--- src/prbs9_consts.svh ---
`ifndef PRBS9_CONSTS_SVH
`define PRBS9_CONSTS_SVH

////////////////////////////////////////////////////////////
// Lane and LFSR geometry
`define PRBS_LANES 8                   // Parallel lanes per side
`define PRBS_LEN 9                     // PRBS9 state length

////////////////////////////////////////////////////////////
// Tap masks, one per lane, also used as the seed value
`define PRBS_TAPS_0 9'b1_0001_0000     // 1041, x9+x5+1
`define PRBS_TAPS_1 9'b1_0000_1000     // 1021
`define PRBS_TAPS_2 9'b1_0010_1100     // 1131
`define PRBS_TAPS_3 9'b1_1001_1000     // 1461
`define PRBS_TAPS_4 9'b1_1000_1001     // 1423
`define PRBS_TAPS_5 9'b1_0001_0110     // 1055
`define PRBS_TAPS_6 9'b1_0011_1011     // 1167
`define PRBS_TAPS_7 9'b1_1011_0000     // 1541
`define PRBS_TAPS_TBL '{`PRBS_TAPS_0, `PRBS_TAPS_1, `PRBS_TAPS_2, `PRBS_TAPS_3, \
	`PRBS_TAPS_4, `PRBS_TAPS_5, `PRBS_TAPS_6, `PRBS_TAPS_7}

// Window counter width, 2^20 enabled cycles per window
`define PRBS_WIN_W 20

`endif
--- src/Prbs9Pkg.sv ---
`include "prbs9_consts.svh"

////////////////////////////////////////////////////////////
// Types shared by generator and checker halves
package Prbs9Pkg;

	// One bit per lane
	typedef logic [`PRBS_LANES-1:0] laneWordT;

	// LFSR and receive register state
	typedef logic [`PRBS_LEN-1:0] lfsrT;

endpackage

--- src/Prbs9Tester.sv ---
`timescale 1ns/1ps
`include "prbs9_consts.svh"

module Prbs9Tester
#(
	parameter int WinW = `PRBS_WIN_W     // Checker window width
)
(
	input  logic               SysClk,   // System clock
	input  logic               Reset_N,  // Async reset, active low
	input  logic               GenEn,    // Generator clock enable
	output Prbs9Pkg::laneWordT DataOut,  // Transmit lanes
	input  logic               ChkEn,    // Checker clock enable
	input  Prbs9Pkg::laneWordT DataIn,   // Receive lanes
	output Prbs9Pkg::laneWordT Error,    // Per-lane bit error
	output Prbs9Pkg::laneWordT Right     // Window summary
);

	localparam Prbs9Pkg::lfsrT TapTbl [`PRBS_LANES] = `PRBS_TAPS_TBL;

	////////////////////////////////////////////////////////////
	// Generator half
	genvar Lane;
	generate
		for (Lane = 0; Lane < `PRBS_LANES; Lane++)
		begin : gGenLane
			Prbs9GenLane
			#(
				.Taps    (TapTbl[Lane])
			)
			iGenLane
			(
				.SysClk  (SysClk),
				.Reset_N (Reset_N),
				.ClkEn   (GenEn),
				.DataOut (DataOut[Lane])
			);
		end
	endgenerate

	////////////////////////////////////////////////////////////
	// Checker half, independent of generator
	Prbs9ChkX8
	#(
		.WinW    (WinW)
	)
	iChkX8
	(
		.SysClk  (SysClk),
		.Reset_N (Reset_N),
		.ChkEn   (ChkEn),
		.DataIn  (DataIn),
		.Error   (Error),
		.Right   (Right)
	);

endmodule

--- src/Prbs9ChkX8.sv ---
`timescale 1ns/1ps
`include "prbs9_consts.svh"

module Prbs9ChkX8
#(
	parameter int WinW = `PRBS_WIN_W     // Window is 2^WinW enabled cycles
)
(
	input  logic               SysClk,   // System clock
	input  logic               Reset_N,  // Async reset, active low
	input  logic               ChkEn,    // Checker clock enable
	input  Prbs9Pkg::laneWordT DataIn,   // Received lanes
	output Prbs9Pkg::laneWordT Error,    // Per-lane error, every clock
	output Prbs9Pkg::laneWordT Right     // Error-free over last window
);

	// Per-lane polynomial, indexed by lane
	localparam Prbs9Pkg::lfsrT TapTbl [`PRBS_LANES] = `PRBS_TAPS_TBL;

	////////////////////////////////////////////////////////////
	// Checker lanes
	genvar Lane;
	generate
		for (Lane = 0; Lane < `PRBS_LANES; Lane++)
		begin : gChkLane
			Prbs9ChkLane
			#(
				.Taps    (TapTbl[Lane])           // Lane's own polynomial
			)
			iChkLane
			(
				.SysClk  (SysClk),
				.Reset_N (Reset_N),
				.ClkEn   (ChkEn),
				.DataIn  (DataIn[Lane]),
				.Error   (Error[Lane])
			);
		end
	endgenerate

	////////////////////////////////////////////////////////////
	// Window counter and end-of-window pulse
	logic [WinW-1:0] WinCnt;             // Counts ChkEn cycles
	logic            WinPulse;           // One clock after last counted cycle

	always_ff @(posedge SysClk or negedge Reset_N)
	begin
		if (!Reset_N)
		begin
			WinCnt   <= '0;
			WinPulse <= 1'b0;
		end
		else
		begin
			if (ChkEn)
			begin
				WinCnt <= WinCnt + WinW'(1);    // Wraps at window end
			end
			WinPulse <= ChkEn & (&WinCnt);    // Last cycle of window
		end
	end

	////////////////////////////////////////////////////////////
	// Sticky error-free flags and summary
	Prbs9Pkg::laneWordT ErrFree;         // Cleared by any Error in window

	always_ff @(posedge SysClk or negedge Reset_N)
	begin
		if (!Reset_N)
		begin
			ErrFree <= '0;               // First window reports zero
			Right   <= '0;
		end
		else if (WinPulse)
		begin
			Right   <= ErrFree;          // Publish finished window
			ErrFree <= '1;               // Rearm for next window
		end
		else
		begin
			ErrFree <= ErrFree & ~Error;    // Any error sticks low
		end
	end

endmodule

--- src/Prbs9ChkLane.sv ---
`timescale 1ns/1ps
`include "prbs9_consts.svh"

module Prbs9ChkLane
#(
	parameter Prbs9Pkg::lfsrT Taps = `PRBS_TAPS_0    // Must match the far-end lane
)
(
	input  logic SysClk,                 // System clock
	input  logic Reset_N,                // Async reset, active low
	input  logic ClkEn,                  // Sample DataIn this cycle
	input  logic DataIn,                 // Received serial bit
	output logic Error                   // Registered mismatch flag
);

	////////////////////////////////////////////////////////////
	// Receive shift register, last nine received bits
	Prbs9Pkg::lfsrT RxShift;             // Newest bit in LSB

	always_ff @(posedge SysClk or negedge Reset_N)
	begin
		if (!Reset_N)
		begin
			RxShift <= '0;
		end
		else if (ClkEn)
		begin
			RxShift <= {RxShift[`PRBS_LEN-2:0], DataIn};    // Shift in
		end
	end

	////////////////////////////////////////////////////////////
	// Reference LFSR, relocks on the received stream
	Prbs9Pkg::lfsrT RefLfsr;             // Expected state
	logic           RefFeed;             // Predicted next bit
	logic           Mismatch;            // Rx and reference disagree

	assign RefFeed  = ^(RefLfsr & Taps);
	assign Mismatch = (RxShift != RefLfsr);

	always_ff @(posedge SysClk or negedge Reset_N)
	begin
		if (!Reset_N)
		begin
			RefLfsr <= '0;
		end
		else if (ClkEn)
		begin
			if (Mismatch)
			begin
				RefLfsr <= {RxShift[`PRBS_LEN-2:0], DataIn};    // Resync to line data
			end
			else if (|RefLfsr)
			begin
				RefLfsr <= {RefLfsr[`PRBS_LEN-2:0], RefFeed};    // Free-run step
			end
			else
			begin
				RefLfsr <= Taps;         // Same seed rule as generator
			end
		end
	end

	// Compared on every clock, enable or not
	always_ff @(posedge SysClk or negedge Reset_N)
	begin
		if (!Reset_N)
		begin
			Error <= 1'b1;               // Unlocked out of reset
		end
		else
		begin
			Error <= Mismatch;
		end
	end

endmodule

--- src/Prbs9GenLane.sv ---
`timescale 1ns/1ps
`include "prbs9_consts.svh"

module Prbs9GenLane
#(
	parameter Prbs9Pkg::lfsrT Taps = `PRBS_TAPS_0    // Polynomial mask and seed
)
(
	input  logic SysClk,                 // System clock
	input  logic Reset_N,                // Async reset, active low
	input  logic ClkEn,                  // Advance one bit
	output logic DataOut                 // Serial PRBS bit
);

	////////////////////////////////////////////////////////////
	// Fibonacci LFSR, shifts toward the MSB
	Prbs9Pkg::lfsrT PrbsState;           // LFSR state
	logic           FeedBit;             // New LSB

	assign FeedBit = ^(PrbsState & Taps);    // XOR of tapped bits

	always_ff @(posedge SysClk or negedge Reset_N)
	begin
		if (!Reset_N)
		begin
			PrbsState <= '0;             // Zero until first enable
		end
		else if (ClkEn)
		begin
			if (|PrbsState)
			begin
				PrbsState <= {PrbsState[`PRBS_LEN-2:0], FeedBit};    // Normal step
			end
			else
			begin
				PrbsState <= Taps;       // Self-seed, zero is a lockup state
			end
		end
	end

	assign DataOut = PrbsState[`PRBS_LEN-1];    // MSB goes on the line

endmodule

--- config.mk ---
export PLATFORM = sky130hd
export DESIGN_NAME = Prbs9Tester
export DESIGN_NICKNAME = d
export VERILOG_FILES = /design/src/Prbs9Pkg.sv /design/src/Prbs9Tester.sv /design/src/Prbs9ChkX8.sv /design/src/Prbs9ChkLane.sv /design/src/Prbs9GenLane.sv
export VERILOG_INCLUDE_DIRS = /design/src
export SDC_FILE = /design/constraint.sdc
export NUM_CORES = 1
export LEC_CHECK = 0
export BUFFER_PORTS_ARGS = -buffer_cell sky130_fd_sc_hd__clkbuf_2
export CAP_MARGIN = 20
export CORE_MARGIN = 3
export CORE_UTILIZATION = 50
export CTS_BUF_LIST = sky130_fd_sc_hd__clkbuf_8
export DETAILED_ROUTE_END_ITERATION = 8
export PLACE_DENSITY_LB_ADDON = 0.12
export SYNTH_ARGS = -nofsm -noshare
export SYNTH_HDL_FRONTEND = slang
export SYNTH_SLANG_ARGS = --single-unit
--- constraint.sdc ---
create_clock -name SysClk -period 2.1 [get_ports SysClk]
set_clock_uncertainty 0.05 [all_clocks]
set_input_delay 0.21 -clock SysClk [delete_from_list [all_inputs] [get_ports SysClk]]
set_output_delay 0.21 -clock SysClk [all_outputs]
set_load 0.02 [all_outputs]
==> impl_results.rst, run 1 <==
.. list-table::
   :header-rows: 1

   * - Metric
     - Value
   * - Outcome
     - completed
   * - Fraction of synthesized area in multiplexers
     - 6.89%
   * - Number of antenna cells inserted
     - 0
   * - Cell type group with the largest total delay on the critical path
     - simple AND/OR/NAND/NOR gates
   * - Crit path cell chain
     - inv_2 -> ha_4 -> or4b_4 -> or4_4 -> o21ai_2 -> or2_4 -> o221a_2
   * - Final HPWL DP
     - between 10000 and 15000 um
   * - GRT Resource Usage Total
     - 16.6%
   * - Share of cells above drive strength 1
     - 20.9%
   * - Post-synthesis cell area
     - 0.0116 mm2
   * - Start point of the worst min-delay path
     - GenEn
   * - Die Span Y
     - 158 um
   * - Simple-gate share of the synthesized area
     - 9.16%
   * - Final total power
     - between 10 and 15 mW
   * - Antenna Violating Nets Remaining
     - 0
   * - IO Port Bufs
     - 35
   * - Number of detailed-route iterations in the first pass
     - 4
   * - Die span in x
     - 158 um
   * - Rows
     - 55
   * - Total of endpoints with negative setup slack in the final report
     - 0
   * - Number of global-route vias before repair
     - 7355
   * - Synthesized area per cell
     - 11.2 um2
   * - Proportion of netlist area held by the largest area contributor
     - 54.7%
   * - Worst reg-to-reg setup slack
     - between 0.02 and 0.025 ns
   * - Clock Power Share
     - 30.7%
   * - Area enclosed by the die boundary
     - ~0.025 mm2
   * - Slowest library cell on the worst path
     - sky130_fd_sc_hd__or4b_4
   * - Post-synthesis sequential element count
     - roughly 260
   * - Clock sinks
     - 261
   * - Num ports
     - 36
   * - Parity-gate share of the synthesized area counting xor and xnor cells
     - 9.30%
   * - Library cell with the largest summed area after synthesis
     - sky130_fd_sc_hd__dfrtp_1
   * - Depth of the worst register-to-register path
     - 7
   * - Register area share after synthesis
     - 56.5%
   * - Leakage power summed over all cells
     - 6.16 nW
   * - Hold Violations, Final
     - 0
   * - Compound-gate portion of the synthesized area
     - between 10% and 20%
   * - Post-detailed-route wirelength per cell
     - 14.0 um
   * - Number of enable flip-flop cells after synthesis
     - 0
   * - Filler Cells Inserted
     - roughly 2.0k
   * - DRC violation count after routing
     - 0
   * - Worst Max-Slew Pin Slew
     - 0.691 ns
   * - Effective utilization at floorplan
     - 51.0%
   * - R2R Path Start
     - iChkX8.gChkLane[7].iChkLane.RefLfsr[5]
   * - Share of flip-flops with an asynchronous set or reset after synthesis
     - between 90% and 100%
   * - Main combinational cell family by area after synthesis
     - compound AO/OA/AOI/OAI gates
   * - Number of DRC markers after the initial detailed-route iteration
     - 450
   * - Startpoint types
     - flop
   * - Final Routed Wirelength
     - 20000 um
   * - Post-DR vias/cell
     - 5.18
   * - Sw Share
     - 29.7%
   * - Main area contributors after synthesis
     - sky130_fd_sc_hd__dfrtp_1, sky130_fd_sc_hd__mux2_2, sky130_fd_sc_hd__xnor2_1
   * - Max-cap viol count
     - 0
   * - Pwr Density
     - 1070 mW/mm2
   * - TritonCTS buffer count
     - 45
   * - Hold path endpoint
     - gGenLane[3].iGenLane.PrbsState[0]
   * - NetSw
     - roughly 4.2 mW
   * - Clock root buffer
     - sky130_fd_sc_hd__clkbuf_8
   * - Max Buffers Root-to-Sink
     - 3
   * - Share of total power in sequential cells
     - about 50%
   * - Via total after detailed routing
     - 7398
   * - Final period utilization
     - 99.0%
   * - Remaining global-route overflow
     - 0
   * - Comb pwr share
     - 19.0%
   * - Number of antenna violations at the first check in global routing
     - 0
   * - Pin count of the biggest net entering global routing
     - 64
   * - Clock latency on the worst-skew pair
     - 0.54 ns
   * - Slowest Stage Delay on Critical Path
     - between 0.4 and 0.5 ns
   * - Number of nets produced by synthesis
     - 1057
   * - Warnings, synthesis
     - 0
   * - Final net count
     - 1128
   * - Yosys cell types
     - 54
   * - IR Drop Worst-Case VDD
     - 0.491 mV
   * - Core area
     - 0.0227 mm2
   * - Final Max Tran Viols
     - 0
   * - Capturing element type of the critical path
     - flop
   * - Critical path buffers and inverters
     - 1
   * - Total negative slack for setup checks
     - 0 ns
   * - Maximum fanout along the worst path
     - 4
   * - Last weighted congestion value of the routability-driven placer
     - 0.783
   * - Clock tree from TritonCTS
     - built
   * - Fmax
     - between 0.4 and 0.5 GHz
   * - Worst EP required
     - approximately 2.5 ns
   * - Data arrival, critical path
     - ~2.5 ns
   * - Critical path class
     - flop to flop
   * - Internal power summed over all cells
     - a little under 10 mW
   * - Clock-pin slew of the registers on the worst-case setup and hold paths
     - around 0.06 ns
   * - Cells on Worst Hold Path
     - 2
   * - Post-Synth Adder-Cell Area
     - less than 1%
   * - H-tree depth
     - 2
   * - Wire length of the first global-routing pass
     - 34800 um
   * - Crit path time final
     - 2.08 ns
   * - Post-synth top flop
     - sky130_fd_sc_hd__dfrtp_1
   * - Destination of the worst register-to-register timing path
     - iChkX8.gChkLane[7].iChkLane.RefLfsr[5]
   * - Worst setup path startpoint
     - iChkX8.gChkLane[7].iChkLane.RefLfsr[5]
   * - Unrepaired setup endpoints after global routing
     - yes
   * - Layout area overhead
     - 13.9%
   * - Worst hold path type
     - input port to flop
   * - Post-synthesis instance total
     - 1036
   * - Relative max-transition margin
     - 53.4%
-- worst max-delay path by stage --
stage	to	slack (ns)	cells past startpoint
after floorplan	iChkX8.gChkLane[7].iChkLane.RefLfsr[6]	0.14	7
after global placement	iChkX8.gChkLane[7].iChkLane.RefLfsr[6]	0.03	7
after detailed placement	iChkX8.gChkLane[7].iChkLane.RefLfsr[6]	0.01	7
after CTS	iChkX8.gChkLane[7].iChkLane.RefLfsr[5]	0.01	7
final	iChkX8.gChkLane[7].iChkLane.RefLfsr[5]	0.02	7
after global routing	iChkX8.gChkLane[7].iChkLane.RefLfsr[6]	-0.04	7
-- power groups by stage --
stage	Sequential [mW]	Clock (mW)	Combinational, mW
after floorplan	6.90	0	2.21
after CTS	7.09	4.47	2.70
after detailed placement	7.16	0	2.66
after global routing	7.26	4.71	3.03
after global placement	7.15	0	2.61
final	7.08	4.31	2.67
-- registers in the layout (all words and copies together) (netlist names) --
name                              count
iChkX8.gChkLane.iChkLane.RefLfsr     72
iChkX8.WinPulse                       1
iChkX8.gChkLane.iChkLane.Error        8
iChkX8.gChkLane.iChkLane.RxShift     72
gGenLane.iGenLane.PrbsState          72
iChkX8.ErrFree                        8
iChkX8.WinCnt                        20
iChkX8.Right                          8
-- stage by stage --
step	cell area (um2)	util [%]	setup slack, ns	std cells	hold WS (ns)
after floorplan	11600	-	0.140	1036	-0.136
after global placement	12200	53.6	0.0308	1332	0.0783
after detailed placement	12200	53.6	0.00953	1332	0.0759
after CTS	13100	57.9	0.0100	1424	0.0169
after global routing	13200	58.1	-0.0418	1427	0.0417
final	13200	58.1	0.0207	1427	0.0522
-- area by class of cell --
class,instances,area (um2),share of cell area [%]
repair buffers,76,624,4.73
inverters,117,439,3.33
multi-input cells,606,4370,33.1
clock inverters,28,118,0.892
flip-flops and latches,261,6540,49.6
clock buffers,54,743,5.64
well taps,285,357,2.70
-- logic make-up (layout without fill, tap and decap cells) --
logic type | Yosys count | in the layout
adders and majority gates | 9 | 9
xor gates and xnor gates | 123 | 123
DFF | 261 | 261
buffers and inverters | 169 | 275
muxes | 71 | 71
AOI/OAI and AO/OA | 189 | 189
and+or+nand+nor | 214 | 214
-- metal layers --
metal | part of all wire [%] | GRT usage, %
met1 | 51 | 24.2
met2 | 44 | 25.2
met3 | 3.1 | 2.98
met4 | 2.2 | 5.61
met5 | 0 | 0
-- layout by cell type, fill, tap and decap left out, types with 8 or more instances in the layout --
master and instances:
sky130_fd_sc_hd__nor3_1 12, sky130_fd_sc_hd__clkbuf_2 33, sky130_fd_sc_hd__nand4_1 14, sky130_fd_sc_hd__nand3_1 9, sky130_fd_sc_hd__o22ai_1 13, sky130_fd_sc_hd__mux2_2 70, sky130_fd_sc_hd__inv_1 136, sky130_fd_sc_hd__buf_12 8
sky130_fd_sc_hd__xor2_1 55, sky130_fd_sc_hd__o21ai_0 77, sky130_fd_sc_hd__nand2_1 84, sky130_fd_sc_hd__ha_1 8, sky130_fd_sc_hd__a21o_1 8, sky130_fd_sc_hd__xnor2_1 68, sky130_fd_sc_hd__dlygate4sd3_1 10, sky130_fd_sc_hd__nor2_1 32
sky130_fd_sc_hd__dfrtp_1 253, sky130_fd_sc_hd__a211oi_1 8, sky130_fd_sc_hd__a21oi_1 8, sky130_fd_sc_hd__o221a_2 13, sky130_fd_sc_hd__nor4_1 29, sky130_fd_sc_hd__o22a_1 27, sky130_fd_sc_hd__buf_4 23, sky130_fd_sc_hd__clkbuf_8 54
sky130_fd_sc_hd__dfstp_2 8
-- timing repair --
action | in CTS | in global routing
hold buffers | 10 | 0
endpoints found under the hold margin | 270 | 0
gates resized for setup | 0 | 7
buffers inserted | 0 | 3
setup endpoints to repair | 0 | 6
-- Yosys cell counts, drive strengths merged, types with 9 or more instances --
| cell type | instances |
|---|---|
| nor2 | 32 |
| inv | 117 |
| xor2 | 55 |
| xnor2 | 68 |
| mux2 | 70 |
| o21ai | 80 |
| nor4 | 30 |
| nand2 | 84 |
| ha | 9 |
| o22ai | 13 |
| o221a | 13 |
| nor3 | 12 |
| o22a | 27 |
| nand4 | 15 |
| nand3 | 9 |
| clkbuf | 27 |
| dfrtp | 253 |
| buf | 25 |
Power figures use the tool's default switching activity.
==> inputs of run 2 (changes only) <==
--- a/config.mk
+++ b/config.mk
@@ -15,4 +15,5 @@
 export PLACE_DENSITY_LB_ADDON = 0.12
 export SYNTH_ARGS = -nofsm -noshare
 export SYNTH_HDL_FRONTEND = slang
+export SYNTH_HIERARCHICAL = 1
 export SYNTH_SLANG_ARGS = --single-unit
==> run 2 against run 1 <==
Against the previous run: critical path depth decreased by 3; routed wire length increased by 7.5%; sequential share of layout area decreased by 3.1 points; count of clock-buffer cells in the layout increased by 6; register-to-register slack improved by 0.22 ns; worst setup slack improved by 0.22 ns; maximum frequency increased by 12%; synthesized cell count increased by 6.1%; die area increased by 6.7%; worst hold slack improved by 0.030 ns; power increased by 8.5%.
==> impl_results.rst, run 2 <==
.. list-table::
   :header-rows: 1

   * - Metric
     - Value
   * - Wire length of the first global-routing pass
     - 38000 um (+9.1%)
   * - Outcome
     - completed
   * - Final HPWL DP
     - 14100 um (+11%)
   * - Total negative slack for setup checks
     - 0 ns (unchanged)
   * - Max Buffers Root-to-Sink
     - 3 (unchanged)
   * - Rows
     - 56 (+1.8%)
   * - IR Drop Worst-Case VDD
     - 0.702 mV (+43%)
   * - Warnings, synthesis
     - 6 (+6)
   * - Placed inst area
     - 0.0130 mm2 (+6.8%)
   * - Number of DRC markers after the initial detailed-route iteration
     - 480 (+6.7%)
   * - Clock latency on the worst-skew pair
     - 0.54 ns (about the same)
   * - Pin count of the biggest net entering global routing
     - 85 (+33%)
   * - Post-synth top flop
     - sky130_fd_sc_hd__dfrtp_1
   * - Leakage power summed over all cells
     - 6.31 nW (+2.4%)
   * - Pre-CTS setup slack
     - 0.241 ns (+0.232 ns)
   * - TritonCTS buffer count
     - 46 (+2.2%)
   * - Die Span Y
     - 163 um (+3.3%)
   * - Capturing element type of the critical path
     - flop
   * - Critical path class
     - flop to flop
   * - Number of nets produced by synthesis
     - 1120 (+6.0%)
   * - Clock tree from TritonCTS
     - built
   * - Post-synthesis sequential element count
     - 261 (unchanged)
   * - Non-filler instance count after layout
     - 1528 (+7.1%)
   * - Final worst hold slack
     - 0.0824 ns (+0.0302 ns)
   * - Main area contributors after synthesis
     - sky130_fd_sc_hd__dfrtp_1, sky130_fd_sc_hd__xnor2_1, sky130_fd_sc_hd__mux2_2
   * - IO Port Bufs
     - 35 (unchanged)
   * - Most frequent cell after synthesis
     - sky130_fd_sc_hd__dfrtp_1
   * - Slowest Stage Delay on Critical Path
     - 0.56 ns (+0.11 ns)
   * - Final period utilization
     - 88.7% (-10 points)
   * - Final Max Tran Viols
     - 0 (unchanged)
   * - Post-DR vias/cell
     - 5.23 (+0.85%)
   * - Num ports
     - 36 (unchanged)
   * - Core area
     - 0.0239 mm2 (+5.2%)
   * - Number of detailed-route iterations in the first pass
     - 4 (unchanged)
   * - Final Cell Area
     - 0.0141 mm2 (+6.6%)
   * - Yosys cell types
     - 79 (+46%)
   * - Clock-pin slew of the registers on the worst-case setup and hold paths
     - 0.06 ns (about the same)
   * - Max-cap viol count
     - 0 (unchanged)
   * - Register area share after synthesis
     - 52.8% (-3.7 points)
   * - Met2 routed wirelength
     - 9750 um (+11%)
   * - Final Routed Wirelength
     - 21500 um (+7.5%)
   * - Final total power
     - 15.3 mW (+8.5%)
   * - Clock sinks
     - 261 (unchanged)
   * - Count of buffers added by post-CTS timing repair for setup
     - 0 (unchanged)
   * - Antenna Violating Nets Remaining
     - 0 (unchanged)
   * - Worst hold path type
     - input port to async pin
   * - Area enclosed by the die boundary
     - 0.0267 mm2 (+6.7%)
   * - Proportion of netlist area held by the largest area contributor
     - 51.1% (-3.6 points)
   * - Crit path time final
     - 1.86 ns (-0.217 ns)
   * - Pwr Density
     - 1080 mW/mm2 (+1.8%)
   * - Unrepaired setup endpoints after global routing
     - no
   * - Fmax
     - 0.537 GHz (+12%)
   * - Number of antenna cells inserted
     - 0 (unchanged)
   * - Remaining global-route overflow
     - 0 (unchanged)
   * - DRC violation count after routing
     - 0 (unchanged)
   * - Maximum fanout along the worst path
     - 5 (+1)
   * - Commonest non-fill, non-tap cells in the layout
     - sky130_fd_sc_hd__dfrtp_1, sky130_fd_sc_hd__inv_1, sky130_fd_sc_hd__xnor2_1, sky130_fd_sc_hd__o21ai_0, sky130_fd_sc_hd__nor2_1
   * - Data arrival, critical path
     - 2.23 ns (-0.27 ns)
   * - Library cell with the largest summed area after synthesis
     - sky130_fd_sc_hd__dfrtp_1
   * - Layout area overhead
     - 13.5%
   * - Number of antenna violations at the first check in global routing
     - 0 (unchanged)
   * - Startpoint types
     - flop
   * - Via total after detailed routing
     - 7989 (+8.0%)
   * - Share of cells above drive strength 1
     - 20.4% (-0.50 points)
   * - Placed cells
     - 1434 (+7.7%)
   * - Hold Violations, Final
     - 0 (unchanged)
   * - Final net count
     - 1195 (+5.9%)
   * - Slowest library cell on the worst path
     - sky130_fd_sc_hd__or4_4
   * - Number of enable flip-flop cells after synthesis
     - 0 (unchanged)
   * - Share of flip-flops with an asynchronous set or reset after synthesis
     - 100% (unchanged)
   * - Effective utilization at floorplan
     - 51.9% (+0.86 points)
   * - Number of global-route vias before repair
     - 7956 (+8.2%)
   * - Post-synthesis instance total
     - 1099 (+6.1%)
   * - Last weighted congestion value of the routability-driven placer
     - 0.810 (+3.5%)
   * - H-tree depth
     - 2 (unchanged)
   * - Clock root buffer
     - sky130_fd_sc_hd__clkbuf_8
   * - Commonest cells post-synth
     - sky130_fd_sc_hd__dfrtp_1, sky130_fd_sc_hd__inv_1, sky130_fd_sc_hd__xnor2_1
   * - Most common library cell in the layout ignoring fill and taps
     - sky130_fd_sc_hd__dfrtp_1
   * - GRT Resource Usage Total
     - 16.8% (+0.20 points)
   * - Relative max-transition margin
     - 47.3% (-6.0 points)
   * - Post-detailed-route wirelength per cell
     - 14.1 um (+0.40%)
   * - Cell type group with the largest total delay on the critical path
     - simple AND/OR/NAND/NOR gates
   * - Total of endpoints with negative setup slack in the final report
     - 0 (unchanged)
   * - Die span in x
     - 163 um (+3.3%)
   * - Synthesized area per cell
     - 11.3 um2 (+0.86%)
   * - Final setup margin
     - 0.238 ns (+0.217 ns)
   * - WL met1
     - 10600 um (+4.7%)
   * - Wire length on met3
     - 804 um (+31%)
   * - Top routing layer in use
     - met4
   * - Critical path buffers and inverters
     - 0 (-1)
   * - Worst EP required
     - 2.47 ns (-0.06 ns)
   * - Post-synthesis cell area
     - 0.0124 mm2 (+7.0%)
   * - Share of the core filled with cells in the final layout
     - 58.9% (+0.78 points)
   * - Crit path cell chain
     - or4_4 -> nor4_4 -> nor3_1 -> a211o_1
   * - Registers with the highest flip-flop counts
     - gGenLane.iGenLane/PrbsState: 72 flops, iChkX8/gChkLane.iChkLane/RefLfsr: 72 flops, iChkX8/gChkLane.iChkLane/RxShift: 72 flops
   * - Worst Max-Slew Pin Slew
     - 0.790 ns (+0.0997 ns)
## run 2: logic make-up (layout without fill, tap and decap cells)
| family | after synthesis | in the layout | share of synthesized area [%] |
|---|---|---|---|
| compound gates | 205 | 205 | 10.9 |
| xor+xnor | 127 | 127 | 9.39 |
| fa+ha+maj | 9 | 9 | 0.909 |
| buf+inv | 158 | 268 | 5.13 |
| flops | 261 | 261 | 52.8 |
| mux | 80 | 80 | 7.15 |
| simple gates | 259 | 259 | 13.7 |
## run 2: area by class of cell
cell class,count,area (um2)
flip-flops and latches,261,6540
fillers,1989,9830
clock inverters,23,123
multi-input cells,680,5210
inverters,123,462
well taps,319,399
clock buffers,60,826
repair buffers,62,499
## run 2: layer usage
layer / vias up / GRT usage [%]
met3: 28 / 3.37
met2: 119 / 25.8
li1: 3995 / -
met4: 0 / 5.00
met5: - / 0
met1: 3847 / 24.2
## run 2: power by group
group	internal, mW	switching, mW	total, mW
combinational	1.67	1.64	3.31
sequential	6.09	1.19	7.28
clock	2.67	1.99	4.66
total	10.4	4.82	15.3
## run 2: path summary, 6_finish.rpt
check                                                  startpoint                                      to  slack, ns  depth (start not counted)
max reg2reg                iChkX8/gChkLane[7].iChkLane/RefLfsr[2]  iChkX8/gChkLane[7].iChkLane/RefLfsr[0]       0.24                          4
max in group asynchronous                                 Reset_N       iChkX8/gChkLane[5].iChkLane/Error       1.17                          3
min                                                       Reset_N  iChkX8/gChkLane[4].iChkLane/RxShift[8]       0.08                          2
min reg2reg                                     iChkX8/WinCnt[19]                       iChkX8/WinCnt[19]       0.42                          1
max                        iChkX8/gChkLane[7].iChkLane/RefLfsr[2]  iChkX8/gChkLane[7].iChkLane/RefLfsr[0]       0.24                          4
min in group SysClk                                     DataIn[7]  iChkX8/gChkLane[7].iChkLane/RxShift[0]       0.41                          4
## run 2: timing repair
item | in CTS | in global routing
gates resized for setup | 0 | 0
hold buffers | 11 | 0
hold endpoints to repair | 276 | 0
## run 2: worst register-to-register path, cell delays in order (launching register included)
cell and delay [ns]:
sky130_fd_sc_hd__dfrtp_1 0.40, sky130_fd_sc_hd__or4_4 0.56, sky130_fd_sc_hd__nor4_4 0.34, sky130_fd_sc_hd__nor3_1 0.10, sky130_fd_sc_hd__a211o_1 0.30
